## config.mk

```make
export PLATFORM = sky130hd
export DESIGN_NAME = dma_resp_top
export DESIGN_NICKNAME = d
export VERILOG_FILES = /design/src/logic/dma_pkg.sv /design/src/logic/dma_resp_top.sv /design/src/logic/dma_local_mem.sv /design/src/logic/dma_resp_handler.sv /design/src/logic/dma_packet_buffer.sv
export SDC_FILE = /design/constraint.sdc
export NUM_CORES = 2
export LEC_CHECK = 0
export BUFFER_PORTS_ARGS = -buffer_cell sky130_fd_sc_hd__buf_4
export CELL_PAD_IN_SITES_DETAIL_PLACEMENT = 2
export CELL_PAD_IN_SITES_GLOBAL_PLACEMENT = 2
export CORE_ASPECT_RATIO = 0.5
export CORE_MARGIN = 2
export CORE_UTILIZATION = 40
export DETAILED_ROUTE_END_ITERATION = 8
export GPL_TIMING_DRIVEN = 0
export HOLD_SLACK_MARGIN = 0.12
export PLACE_DENSITY_LB_ADDON = 0.12
export SYNTH_ARGS = -nofsm -noshare
export SYNTH_HDL_FRONTEND = slang
export SYNTH_SLANG_ARGS = --single-unit
```

## constraint.sdc

```tcl
create_clock -name clk -period 9 [get_ports clk]
set_input_delay 0.9 -clock clk [delete_from_list [all_inputs] [get_ports clk]]
set_output_delay 0.9 -clock clk [all_outputs]
set_load 0.01 [all_outputs]
```

## src/logic/dma_pkg.sv

```systemverilog
// DMA response path shared types
// Flit and header layouts, memory bus, completion strobe, handler states
`default_nettype none

package dma_pkg;

  ////////////////////////////////////////////////////////////////////////////
  // Widths
  ////////////////////////////////////////////////////////////////////////////

  // Flit payload, also bus address and data width
  localparam int CONTENT_WIDTH = 32;
  // Transfer table position, four entries
  localparam int ID_WIDTH = 2;
  // Packet type field at the top of a header
  localparam int PTYPE_WIDTH = 4;

  ////////////////////////////////////////////////////////////////////////////
  // NoC flits
  ////////////////////////////////////////////////////////////////////////////

  typedef enum logic [1:0] {
    SINGLE = 2'b11,
    FIRST  = 2'b01,
    MIDDLE = 2'b00,
    LAST   = 2'b10
  } flit_type_e;

  typedef struct packed {
    flit_type_e                 flit_type;
    logic [CONTENT_WIDTH-1:0]   content;
  } flit_t;

  // Packet types carried in the header
  typedef enum logic [PTYPE_WIDTH-1:0] {
    L2R_REQ  = 4'h0,
    R2L_REQ  = 4'h1,
    L2R_RESP = 4'h2,
    R2L_RESP = 4'h3
  } packet_type_e;

  // Header content overlay
  typedef struct packed {
    packet_type_e                                packet_type;
    logic [ID_WIDTH-1:0]                         id;
    // Set on the final packet of a response
    logic                                        resp_last;
    logic [CONTENT_WIDTH-PTYPE_WIDTH-ID_WIDTH-2:0] rsvd;
  } hdr_t;

  ////////////////////////////////////////////////////////////////////////////
  // Local side
  ////////////////////////////////////////////////////////////////////////////

  // Write bus toward the local memory
  typedef struct packed {
    logic                       en;
    logic                       we;
    logic [CONTENT_WIDTH-1:0]   addr;
    logic [CONTENT_WIDTH-1:0]   data;
  } bus_wr_t;

  // Completion strobe with table position
  typedef struct packed {
    logic                  en;
    logic [ID_WIDTH-1:0]   pos;
  } ctrl_done_t;

  // Response handler FSM
  typedef enum logic [2:0] {
    IDLE     = 3'd0,
    GET_SIZE = 3'd1,
    GET_ADDR = 3'd2,
    DATA     = 3'd3,
    DISCARD  = 3'd4
  } resp_state_e;

endpackage

`default_nettype wire
```

## src/logic/dma_resp_top.sv

```systemverilog
// DMA response path top level
// Packet buffer, response handler and local memory
`default_nettype none

module dma_resp_top #(
  parameter int FIFO_DEPTH = 16,
  parameter int MEM_WORDS  = 64
) (
  input  wire                                clk,
  input  wire                                rst,

  // NoC input
  input  dma_pkg::flit_t                     noc_in_i,
  input  wire                                noc_valid_i,
  output logic                               noc_ready_o,

  // Completion strobe
  output dma_pkg::ctrl_done_t                ctrl_done_o,

  // Memory read port
  input  wire [dma_pkg::CONTENT_WIDTH-1:0]   rd_addr_i,
  output logic [dma_pkg::CONTENT_WIDTH-1:0]  rd_data_o
);

  ////////////////////////////////////////////////////////////////////////////
  // Internal links
  ////////////////////////////////////////////////////////////////////////////

  // Buffer to handler
  dma_pkg::flit_t    buf_flit;
  logic              buf_valid;
  logic              buf_ready;

  // Handler to memory
  dma_pkg::bus_wr_t  mem_bus;

  dma_packet_buffer #(
    .FIFO_DEPTH   (FIFO_DEPTH)
  ) buffer_inst (
    .clk          (clk),
    .rst          (rst),
    .in_flit_i    (noc_in_i),
    .in_valid_i   (noc_valid_i),
    .in_ready_o   (noc_ready_o),
    .out_flit_o   (buf_flit),
    .out_valid_o  (buf_valid),
    .out_ready_i  (buf_ready)
  );

  dma_resp_handler handler_inst (
    .clk          (clk),
    .rst          (rst),
    .flit_i       (buf_flit),
    .valid_i      (buf_valid),
    .ready_o      (buf_ready),
    .bus_o        (mem_bus),
    .ctrl_done_o  (ctrl_done_o)
  );

  dma_local_mem #(
    .MEM_WORDS    (MEM_WORDS)
  ) mem_inst (
    .clk          (clk),
    .bus_i        (mem_bus),
    .rd_addr_i    (rd_addr_i),
    .rd_data_o    (rd_data_o)
  );

endmodule

`default_nettype wire

```

## src/logic/dma_local_mem.sv

```systemverilog
// Local word memory
// Write port from the response handler, combinational external read port
`default_nettype none

module dma_local_mem #(
  parameter int MEM_WORDS = 64
) (
  input  wire                                clk,

  // Handler write bus
  input  dma_pkg::bus_wr_t                   bus_i,

  // External read port
  input  wire [dma_pkg::CONTENT_WIDTH-1:0]   rd_addr_i,
  output logic [dma_pkg::CONTENT_WIDTH-1:0]  rd_data_o
);

  localparam int IDX_W = (MEM_WORDS > 1) ? $clog2(MEM_WORDS) : 1;
  localparam logic [dma_pkg::CONTENT_WIDTH-1:0] WORDS =
    dma_pkg::CONTENT_WIDTH'(MEM_WORDS);

  logic [dma_pkg::CONTENT_WIDTH-1:0]  mem [MEM_WORDS];

  logic [IDX_W-1:0]  wr_idx;
  logic [IDX_W-1:0]  rd_idx;

  // Both addresses wrap on the word count
  assign wr_idx = IDX_W'(bus_i.addr % WORDS);
  assign rd_idx = IDX_W'(rd_addr_i % WORDS);

  // Write strobe needs enable and write enable together
  always_ff @(posedge clk) begin
    if (bus_i.en && bus_i.we) begin
      mem[wr_idx] <= bus_i.data;
    end
  end

  // Read without handshake
  assign rd_data_o = mem[rd_idx];

endmodule

`default_nettype wire

```

## src/logic/dma_resp_handler.sv

```systemverilog
// Response handler FSM
// Decodes L2R and R2L responses, bursts data to memory, pulses completion
`default_nettype none

module dma_resp_handler (
  input  wire                  clk,
  input  wire                  rst,

  // From packet buffer
  input  dma_pkg::flit_t       flit_i,
  input  wire                  valid_i,
  output logic                 ready_o,

  // Local memory write bus
  output dma_pkg::bus_wr_t     bus_o,

  // Completion toward transfer table
  output dma_pkg::ctrl_done_t  ctrl_done_o
);

  ////////////////////////////////////////////////////////////////////////////
  // State and response context
  ////////////////////////////////////////////////////////////////////////////

  dma_pkg::resp_state_e                state;
  dma_pkg::resp_state_e                nxt_state;

  // Context of the packet in flight
  logic [dma_pkg::ID_WIDTH-1:0]        resp_id;
  logic [dma_pkg::ID_WIDTH-1:0]        nxt_resp_id;
  logic                                resp_last;
  logic                                nxt_resp_last;
  logic [dma_pkg::CONTENT_WIDTH-1:0]   resp_addr;
  logic [dma_pkg::CONTENT_WIDTH-1:0]   nxt_resp_addr;

  dma_pkg::hdr_t                       hdr;
  logic                                fire;
  logic                                pkt_end;

  // Header view of the head flit
  assign hdr = dma_pkg::hdr_t'(flit_i.content);

  // Flit taken this cycle
  assign fire = valid_i & ready_o;

  // Closes a packet
  assign pkt_end = (flit_i.flit_type == dma_pkg::LAST) ||
                   (flit_i.flit_type == dma_pkg::SINGLE);

  // Bus payload follows running address and head content
  assign bus_o.addr = resp_addr;
  assign bus_o.data = flit_i.content;

  ////////////////////////////////////////////////////////////////////////////
  // Next state and outputs
  ////////////////////////////////////////////////////////////////////////////

  always_comb begin
    nxt_state     = state;
    nxt_resp_id   = resp_id;
    nxt_resp_last = resp_last;
    nxt_resp_addr = resp_addr;

    ready_o         = 1'b0;
    bus_o.en        = 1'b0;
    bus_o.we        = 1'b0;
    ctrl_done_o.en  = 1'b0;
    ctrl_done_o.pos = '0;

    case (state)
      dma_pkg::IDLE: begin
        // One header per cycle
        ready_o = 1'b1;
        if (fire) begin
          nxt_resp_id   = hdr.id;
          nxt_resp_last = hdr.resp_last;
          if (hdr.packet_type == dma_pkg::L2R_RESP) begin
            // Transfer finished, report right away
            ctrl_done_o.en  = 1'b1;
            ctrl_done_o.pos = hdr.id;
          end else if (hdr.packet_type == dma_pkg::R2L_RESP) begin
            nxt_state = dma_pkg::GET_SIZE;
          end else if (flit_i.flit_type != dma_pkg::SINGLE) begin
            // Unknown type, drop up to its last flit
            nxt_state = dma_pkg::DISCARD;
          end
        end
      end

      dma_pkg::GET_SIZE: begin
        // Size word not checked
        ready_o = 1'b1;
        if (fire) begin
          nxt_state = dma_pkg::GET_ADDR;
        end
      end

      dma_pkg::GET_ADDR: begin
        ready_o = 1'b1;
        if (fire) begin
          nxt_resp_addr = flit_i.content;
          nxt_state     = dma_pkg::DATA;
        end
      end

      dma_pkg::DATA: begin
        ready_o = 1'b1;
        if (fire) begin
          // Write this word, step to the next address
          bus_o.en      = 1'b1;
          bus_o.we      = 1'b1;
          nxt_resp_addr = resp_addr + 1'b1;
          if (pkt_end) begin
            nxt_state = dma_pkg::IDLE;
            // Only the final packet of a response completes it
            if (resp_last) begin
              ctrl_done_o.en  = 1'b1;
              ctrl_done_o.pos = resp_id;
            end
          end
        end
      end

      dma_pkg::DISCARD: begin
        ready_o = 1'b1;
        if (fire && pkt_end) begin
          nxt_state = dma_pkg::IDLE;
        end
      end

      default: begin
        nxt_state = dma_pkg::IDLE;
      end
    endcase
  end

  ////////////////////////////////////////////////////////////////////////////
  // Registers
  ////////////////////////////////////////////////////////////////////////////

  always_ff @(posedge clk) begin
    if (rst) begin
      state <= dma_pkg::IDLE;
    end else begin
      state <= nxt_state;
    end
  end

  // Context only meaningful once a header has been seen
  always_ff @(posedge clk) begin
    resp_id   <= nxt_resp_id;
    resp_last <= nxt_resp_last;
    resp_addr <= nxt_resp_addr;
  end

endmodule

`default_nettype wire

```

## src/logic/dma_packet_buffer.sv

```systemverilog
// Flit FIFO between NoC input and response handler
// Circular storage, occupancy count, head shown combinationally
`default_nettype none

module dma_packet_buffer #(
  parameter int FIFO_DEPTH = 16
) (
  input  wire                 clk,
  input  wire                 rst,

  // NoC side
  input  dma_pkg::flit_t      in_flit_i,
  input  wire                 in_valid_i,
  output logic                in_ready_o,

  // Handler side
  output dma_pkg::flit_t      out_flit_o,
  output logic                out_valid_o,
  input  wire                 out_ready_i
);

  ////////////////////////////////////////////////////////////////////////////
  // Storage and pointers
  ////////////////////////////////////////////////////////////////////////////

  localparam int PTR_W = (FIFO_DEPTH > 1) ? $clog2(FIFO_DEPTH) : 1;
  localparam int CNT_W = $clog2(FIFO_DEPTH + 1);

  dma_pkg::flit_t     mem [FIFO_DEPTH];

  logic [PTR_W-1:0]   wr_ptr;
  logic [PTR_W-1:0]   rd_ptr;
  logic [CNT_W-1:0]   count;

  logic               full;
  logic               push;
  logic               pop;

  // Advance with wrap, depth need not be a power of two
  function automatic logic [PTR_W-1:0] ptr_next(input logic [PTR_W-1:0] p);
    if (p == PTR_W'(FIFO_DEPTH - 1)) begin
      return '0;
    end
    return p + 1'b1;
  endfunction

  // Flow control
  assign full        = (count == CNT_W'(FIFO_DEPTH));
  assign in_ready_o  = ~full;
  assign out_valid_o = (count != '0);

  assign push = in_valid_i & in_ready_o;
  assign pop  = out_valid_o & out_ready_i;

  // Head entry straight from the array
  assign out_flit_o = mem[rd_ptr];

  // Data array
  always_ff @(posedge clk) begin
    if (push) begin
      mem[wr_ptr] <= in_flit_i;
    end
  end

  ////////////////////////////////////////////////////////////////////////////
  // Pointer and count update
  ////////////////////////////////////////////////////////////////////////////

  always_ff @(posedge clk) begin
    if (rst) begin
      wr_ptr <= '0;
      rd_ptr <= '0;
      count  <= '0;
    end else begin
      if (push) begin
        wr_ptr <= ptr_next(wr_ptr);
      end
      if (pop) begin
        rd_ptr <= ptr_next(rd_ptr);
      end
      // Occupancy unchanged on simultaneous push and pop
      case ({push, pop})
        2'b10:   count <= count + 1'b1;
        2'b01:   count <= count - 1'b1;
        default: count <= count;
      endcase
    end
  end

endmodule

`default_nettype wire

```

; ---- Yosys cells after proc, flatten, opt, wreduce, memory -nomap -nowiden
; Memory sizes are Yosys's and may differ from the RTL's. A register that Yosys moved wholly into a read port is not among the register bits.
; Index checks and enable logic that the tools add are counted.
[word_totals]
regBits = 51
latch_bits = 0
ramBits = 2592
rom_bits = 0
input_bits = 69
out_inout_bits = 36
word_cells = 89
mem_count = 2
[classes]
n_addsub = 5
n_mul = 0
n_div = 0
n_lt_le_gt_ge = 0
eq_ne = 22
shifts = 0
n_mux = 39
bitwise = 3
reduce_logical = 11
[memory_table]
columns = name, depth, word_bits, rd, rd_clocked_by_memory_dff, write_ports, line
row1 = mem_inst.mem, 64, 32, 1, 0, 1, dma_local_mem.sv:22  ; logic [dma_pkg::CONTENT_WIDTH-1:0] mem [MEM_WORDS];
row2 = buffer_inst.mem, 16, 34, 1, 1, 1, dma_packet_buffer.sv:29  ; dma_pkg::flit_t mem [FIFO_DEPTH];
[op_table]
columns = cell, n
row1 = $mux 32, 2
row2 = $pmux 32 s2, 1
row3 = $mux 3, 14
row4 = $add 32x1->32 const B, 1
row5 = $mux 4, 6
row6 = $pmux 3 s5, 1
row7 = $ne 2x2->1 const B, 6
row8 = $mux 1, 11
row9 = $pmux 5 s2, 1
row10 = $add 4x1->4 const B, 2
row11 = $eq 4x2->1 const B, 2
row12 = $eq 4x4->1 const B, 2
row13 = $reduce_and 8->1, 1
row14 = $eq 2x2->1 const B, 3
row15 = $eq 3x2->1 const B, 2
row16 = $pmux 3 s2, 1
row17 = $add 5x1->5 const B, 1
row18 = $eq 5x5->1 const B, 1
row19 = $reduce_bool 5->1, 1
row20 = $reduce_or 5->1, 1
row21 = $sub 5x1->5 const B, 1
row22 = $mux 2, 2
row23 = $ne 2x1->1 const B, 2
row24 = $reduce_bool 2->1, 2
row25 = other kinds (11), 13

; ---- Depth between registers and ports, before layout
[logic_depth]
word_depth = 9
ltp_mapped = 16
mapped_depth_nobuf = 13

; ---- Hierarchy
; Synthesis repeated with hierarchy kept, for this count alone.
[hier_totals]
hier_cells = 4688
hier_area_um2 = 102056.6
[by_module_without_submodules]
columns = module, n_inst, cells_per_inst, area_per_inst_um2, seq_area_each_um2
row1 = dma_local_mem, 1, 3468, 78195.0, 61499.0
row2 = dma_packet_buffer, 1, 958, 21358.0, 16676.0
row3 = dma_resp_handler, 1, 262, 2503.7, 1111.1

; ---- Least setup slack after synthesis
; Ideal clock, no wire load.
[synth_timing]
kind = input to register
from = in noc_valid_i
to = mem buffer_inst.mem[3][0] (netlist bit), enable pin
setup_ps = 467
arrival_time_ps = 3707
t_required_ps = 8533
path_slack_ps = 4825
stages = 4
n_path_buf = 1
cell_sequence = and2_1 clkbuf_1 nand2_1 nor3_1
[synth_via]
elab_chain_len = 3
[synth_rtl]
columns = item, line
row1 = start: declaration, dma_resp_top.sv:14  ; input wire noc_valid_i,
row2 = $and 1x1->1, dma_packet_buffer.sv:52  ; assign push = in_valid_i & in_ready_o;
row3 = $mux 1, dma_packet_buffer.sv:60  ; if (push) begin
row4 = $mux 1 (implied by the code), dma_packet_buffer.sv:61  ; mem[wr_ptr] <= in_flit_i;
row5 = end: declaration, dma_packet_buffer.sv:29
; No other way between the ends.

; ---- Worst setup path in the final report
[layout_timing]
from = in rd_addr_i[1] (netlist bit)
to = out rd_data_o[2] (netlist bit)
[layout_via]
elab_chain_len = 1
[layout_rtl]
columns = item, line
row1 = start: declaration, dma_resp_top.sv:21  ; input wire [dma_pkg::CONTENT_WIDTH-1:0] rd_addr_i,
row2 = $mem_v2 64x32, -
row3 = end: declaration, dma_resp_top.sv:22  ; output logic [dma_pkg::CONTENT_WIDTH-1:0] rd_data_o
; No other way between the ends.

==> run metrics <==
Metal-1 WL 126 mm; Post-Synthesis Cells 3,943; Clk pwr share 0.342; Final Wtd Congestion 0.790; maximum buffer depth of the clock tree 4; Sw Share 0.267; Post-CTS Setup Inserts 0; Pwr per Cell Area 263 nW/um^2; # DRC 4; synth-to-layout area growth 15.5%; Port Buffers 71; final slew viol count 0; Die ar. 254,000 sq um; Comb pwr share 0.153; Tot Pwr 30.3 mW; worst clock skew 0.0680 ns; post_cts resized 0; layout cells sized above 1 0.335; Initial Util 0.403; htree depth 4; initial antenna violation count 33; Final period util 0.702; Total GRT Usage 0.233; Max-slew headroom 0.00572; Clk Latency, worst-skew pair 0.93 ns; Yosys warning total 0; status finished with violations; DRT iter0 DRCs 5,261; failing checks design-rule violations, max-capacitance violations; DRT Pass-1 Iters 9; Crit Path Category in2out; FF-to-FF setup slack 4.43 ns; met2 wire len 143 mm; Hold Vio Cnt, Final 0; Synth Area per Inst 25.3 sq um; total negative slack 0 ns; register area share after synthesis 0.787; CTS tree done; cell taking the most area after synthesis edfxtp_1; VDD IR max 0.182 mV; R2R cell count 6; Fmax achieved 0.158 GHz; startpoint class of the critical path primary input; main area contributors after synthesis edfxtp_1 78%, mux4_2 19%, clkbuf_1 0.40%, dfxtp_1 0.40%, nor2_1 0.35%; vias in the first global route 49,500; Detail Route Antenna Nets 0; area share of the largest cell type after synthesis 0.783; slowest CP cell clkbuf_1; maxcap violations 1; RSZ-0062 raised after global routing no; top layer in use met5; met3 routed WL 20.0 mm; WP data arrival 5.42 ns; flops & latches, synth 2,621; gr ovfl total 0; worst path required time 8.10 ns; Routed WL per cell 37.3 um; Final setup viols 0; nets 4,454; hold endpoint buffer_inst.mem[0][6]; wirelength, routed 295 mm; CTS buffer count 240; clk sinks 2,621; first-pass GRT wire length 408 mm; DP HPWL 189 mm; Psw 8.09 mW; CP top delay family buffers and inverters; CTS Hold Buffers Added 0; via density per instance 5.85; Fillers 21,600; die width 710 um; cells along the critical path clkbuf_1 -> clkbuf_1 -> clkbuf_1 -> mux4_2 -> mux4_2 -> mux4_2 -> buf_4; Min-Delay Path Class in2reg; Tmin final 6.32 ns; Syn Nets 4,021; Leakage 35.0 nW; vias 46,300; Distinct cells, synth 41; Die Ht 357 um; Ports 105; Setup crit end kind output port; Tightest Pin Transition 1.49 ns; CP max FO 10; FF-to-FF End mem_inst.mem[30][14]; WP buf/inv 4; Reg power frac 0.506; core area 248,000 sq um; hold path cells 1; Clk pin slew, worst setup/hold paths 0.07 ns; row cnt 129; Cell Area, Synth 99,700 sq um; Root Buffer clkbuf_16; internal power 22.2 mW; hold path start noc_in_i[6]; largest net degree at the start of global routing 67; critical path's largest stage delay 1.15 ns
==> cells in the mapped netlist <==
master	n
edfxtp_1	2601
mux4_2	831
clkbuf_1	107
nor2_1	93
buf_2	61
nand2_1	39
dfxtp_1	20
buf_1	18
o21ai_0	18
nand3_1	14
a21oi_1	13
buf_4	13
ha_1	9
mux2_2	9
mux2i_1	9
nor3_1	9
inv_1	7
xor2_1	7
nand2b_1	6
nor2b_1	6
buf_6	5
nand3b_1	5
nor4_1	5
xnor2_1	5
a22oi_1	4
or3_1	4
a21o_1	3
and2_1	3
a22o_1	2
a311oi_1	2
and3_1	2
and4_1	2
nor3b_1	2
or2_2	2
a31oi_1	1
a32oi_1	1
nor4b_1	1
nor4bb_1	1
o21a_1	1
or3b_2	1
or4_1	1
==> metrics by stage <==
step	cells	util	hold WS (ns)	setup slack, ns	cell area (sq um)
after floorplan	3943	-	0.472	4.83	99700
after detailed placement	7474	0.434	0.517	2.63	108000
after global routing	7905	0.465	0.278	2.71	115000
after global placement	7354	0.422	0.511	0.802	104000
after CTS	7904	0.465	0.235	2.60	115000
final	7909	0.465	0.306	2.68	115000
==> sequential cells by signal, indices dropped and copies added (netlist names), named ones only <==
name                    cells
mem_inst.mem             2048
buffer_inst.mem           544
handler_inst.resp_addr      6
buffer_inst.count           5
buffer_inst.rd_ptr          4
buffer_inst.wr_ptr          4
handler_inst.state          3
handler_inst.resp_id        2
handler_inst.resp_last      1
==> layout by cell type, fill, tap and decap left out, drive strengths merged, types with 4 or more instances in the layout <==
master	count
nor2b	6
nand3	14
clkinv	108
nand3b	5
edfxtp	2601
nand2	39
nand2b	6
mux4	831
ha	9
xnor2	5
nor2	93
xor2	7
clkbuf	393
dfxtp	20
inv	10
nor3	9
buf	287
o21ai	18
nor4	5
a21oi	13
mux2	9
a22oi	4
mux2i	9
diode	5
or3	4
bufinv	28
clkinvlp	6
==> routing by layer <==
layer | track usage | up-vias
met1 | 0.332 | 26200
met2 | 0.382 | 1581
met5 | 0 | -
met4 | 0.0415 | 12
li1 | - | 18100
met3 | 0.0452 | 371
==> worst max-delay path by stage <==
stage	from	endpoint	cells after the start
floorplan	noc_valid_i	buffer_inst.mem[3][0]	4
global placement	noc_valid_i	buffer_inst.mem[3][22]	5
detailed placement	rd_addr_i[1]	rd_data_o[26]	7
CTS	rd_addr_i[1]	rd_data_o[26]	7
global route	rd_addr_i[1]	rd_data_o[21]	7
finish	rd_addr_i[1]	rd_data_o[2]	7
==> cell type report <==
cell class                      count  area [sq um]  share of cell area
Antenna cell                        5          12.5            0.000109
Tap cell                         3340          4180              0.0363
Multi-Input combinational cell   1111         21000               0.182
Buffer                            204           938             0.00814
Clock buffer                      285          6200              0.0538
Inverter                            7          26.3            0.000228
Sequential cell                  2621         78500               0.681
Timing Repair Buffer              191          3010              0.0261
Clock inverter                    145          1390              0.0121
==> kinds of logic (layout without fill, tap and decap cells) <==
logic type	after synthesis	in the layout	synth area share
buf+inv	211	832	0.00957
compound gates	45	45	0.00266
mux	849	849	0.190
simple gates	196	196	0.00893
flops	2621	2621	0.787
xor+xnor	12	12	0.00105
fa+ha+maj	9	9	0.00113
other cells	0	5	0
==> power groups by stage <==
stage | clock, mW | combinational [mW] | sequential, mW
after floorplan | 0 | 2.38 | 15.5
after global placement | 0 | 4.16 | 15.7
after detailed placement | 0 | 4.66 | 15.6
after CTS | 10.5 | 4.65 | 15.3
after global routing | 10.9 | 4.92 | 15.3
final | 10.3 | 4.62 | 15.3
==> worst register-to-register path, cell delays in order (launching register included) <==
cell	delay, ns
dfxtp_1	0.45
buf_2	0.36
buf_2	0.41
buf_1	0.51
buf_1	0.80
mux4_2	0.44
mux4_4	0.95
No activity file was read; power rests on OpenSTA's default activity.
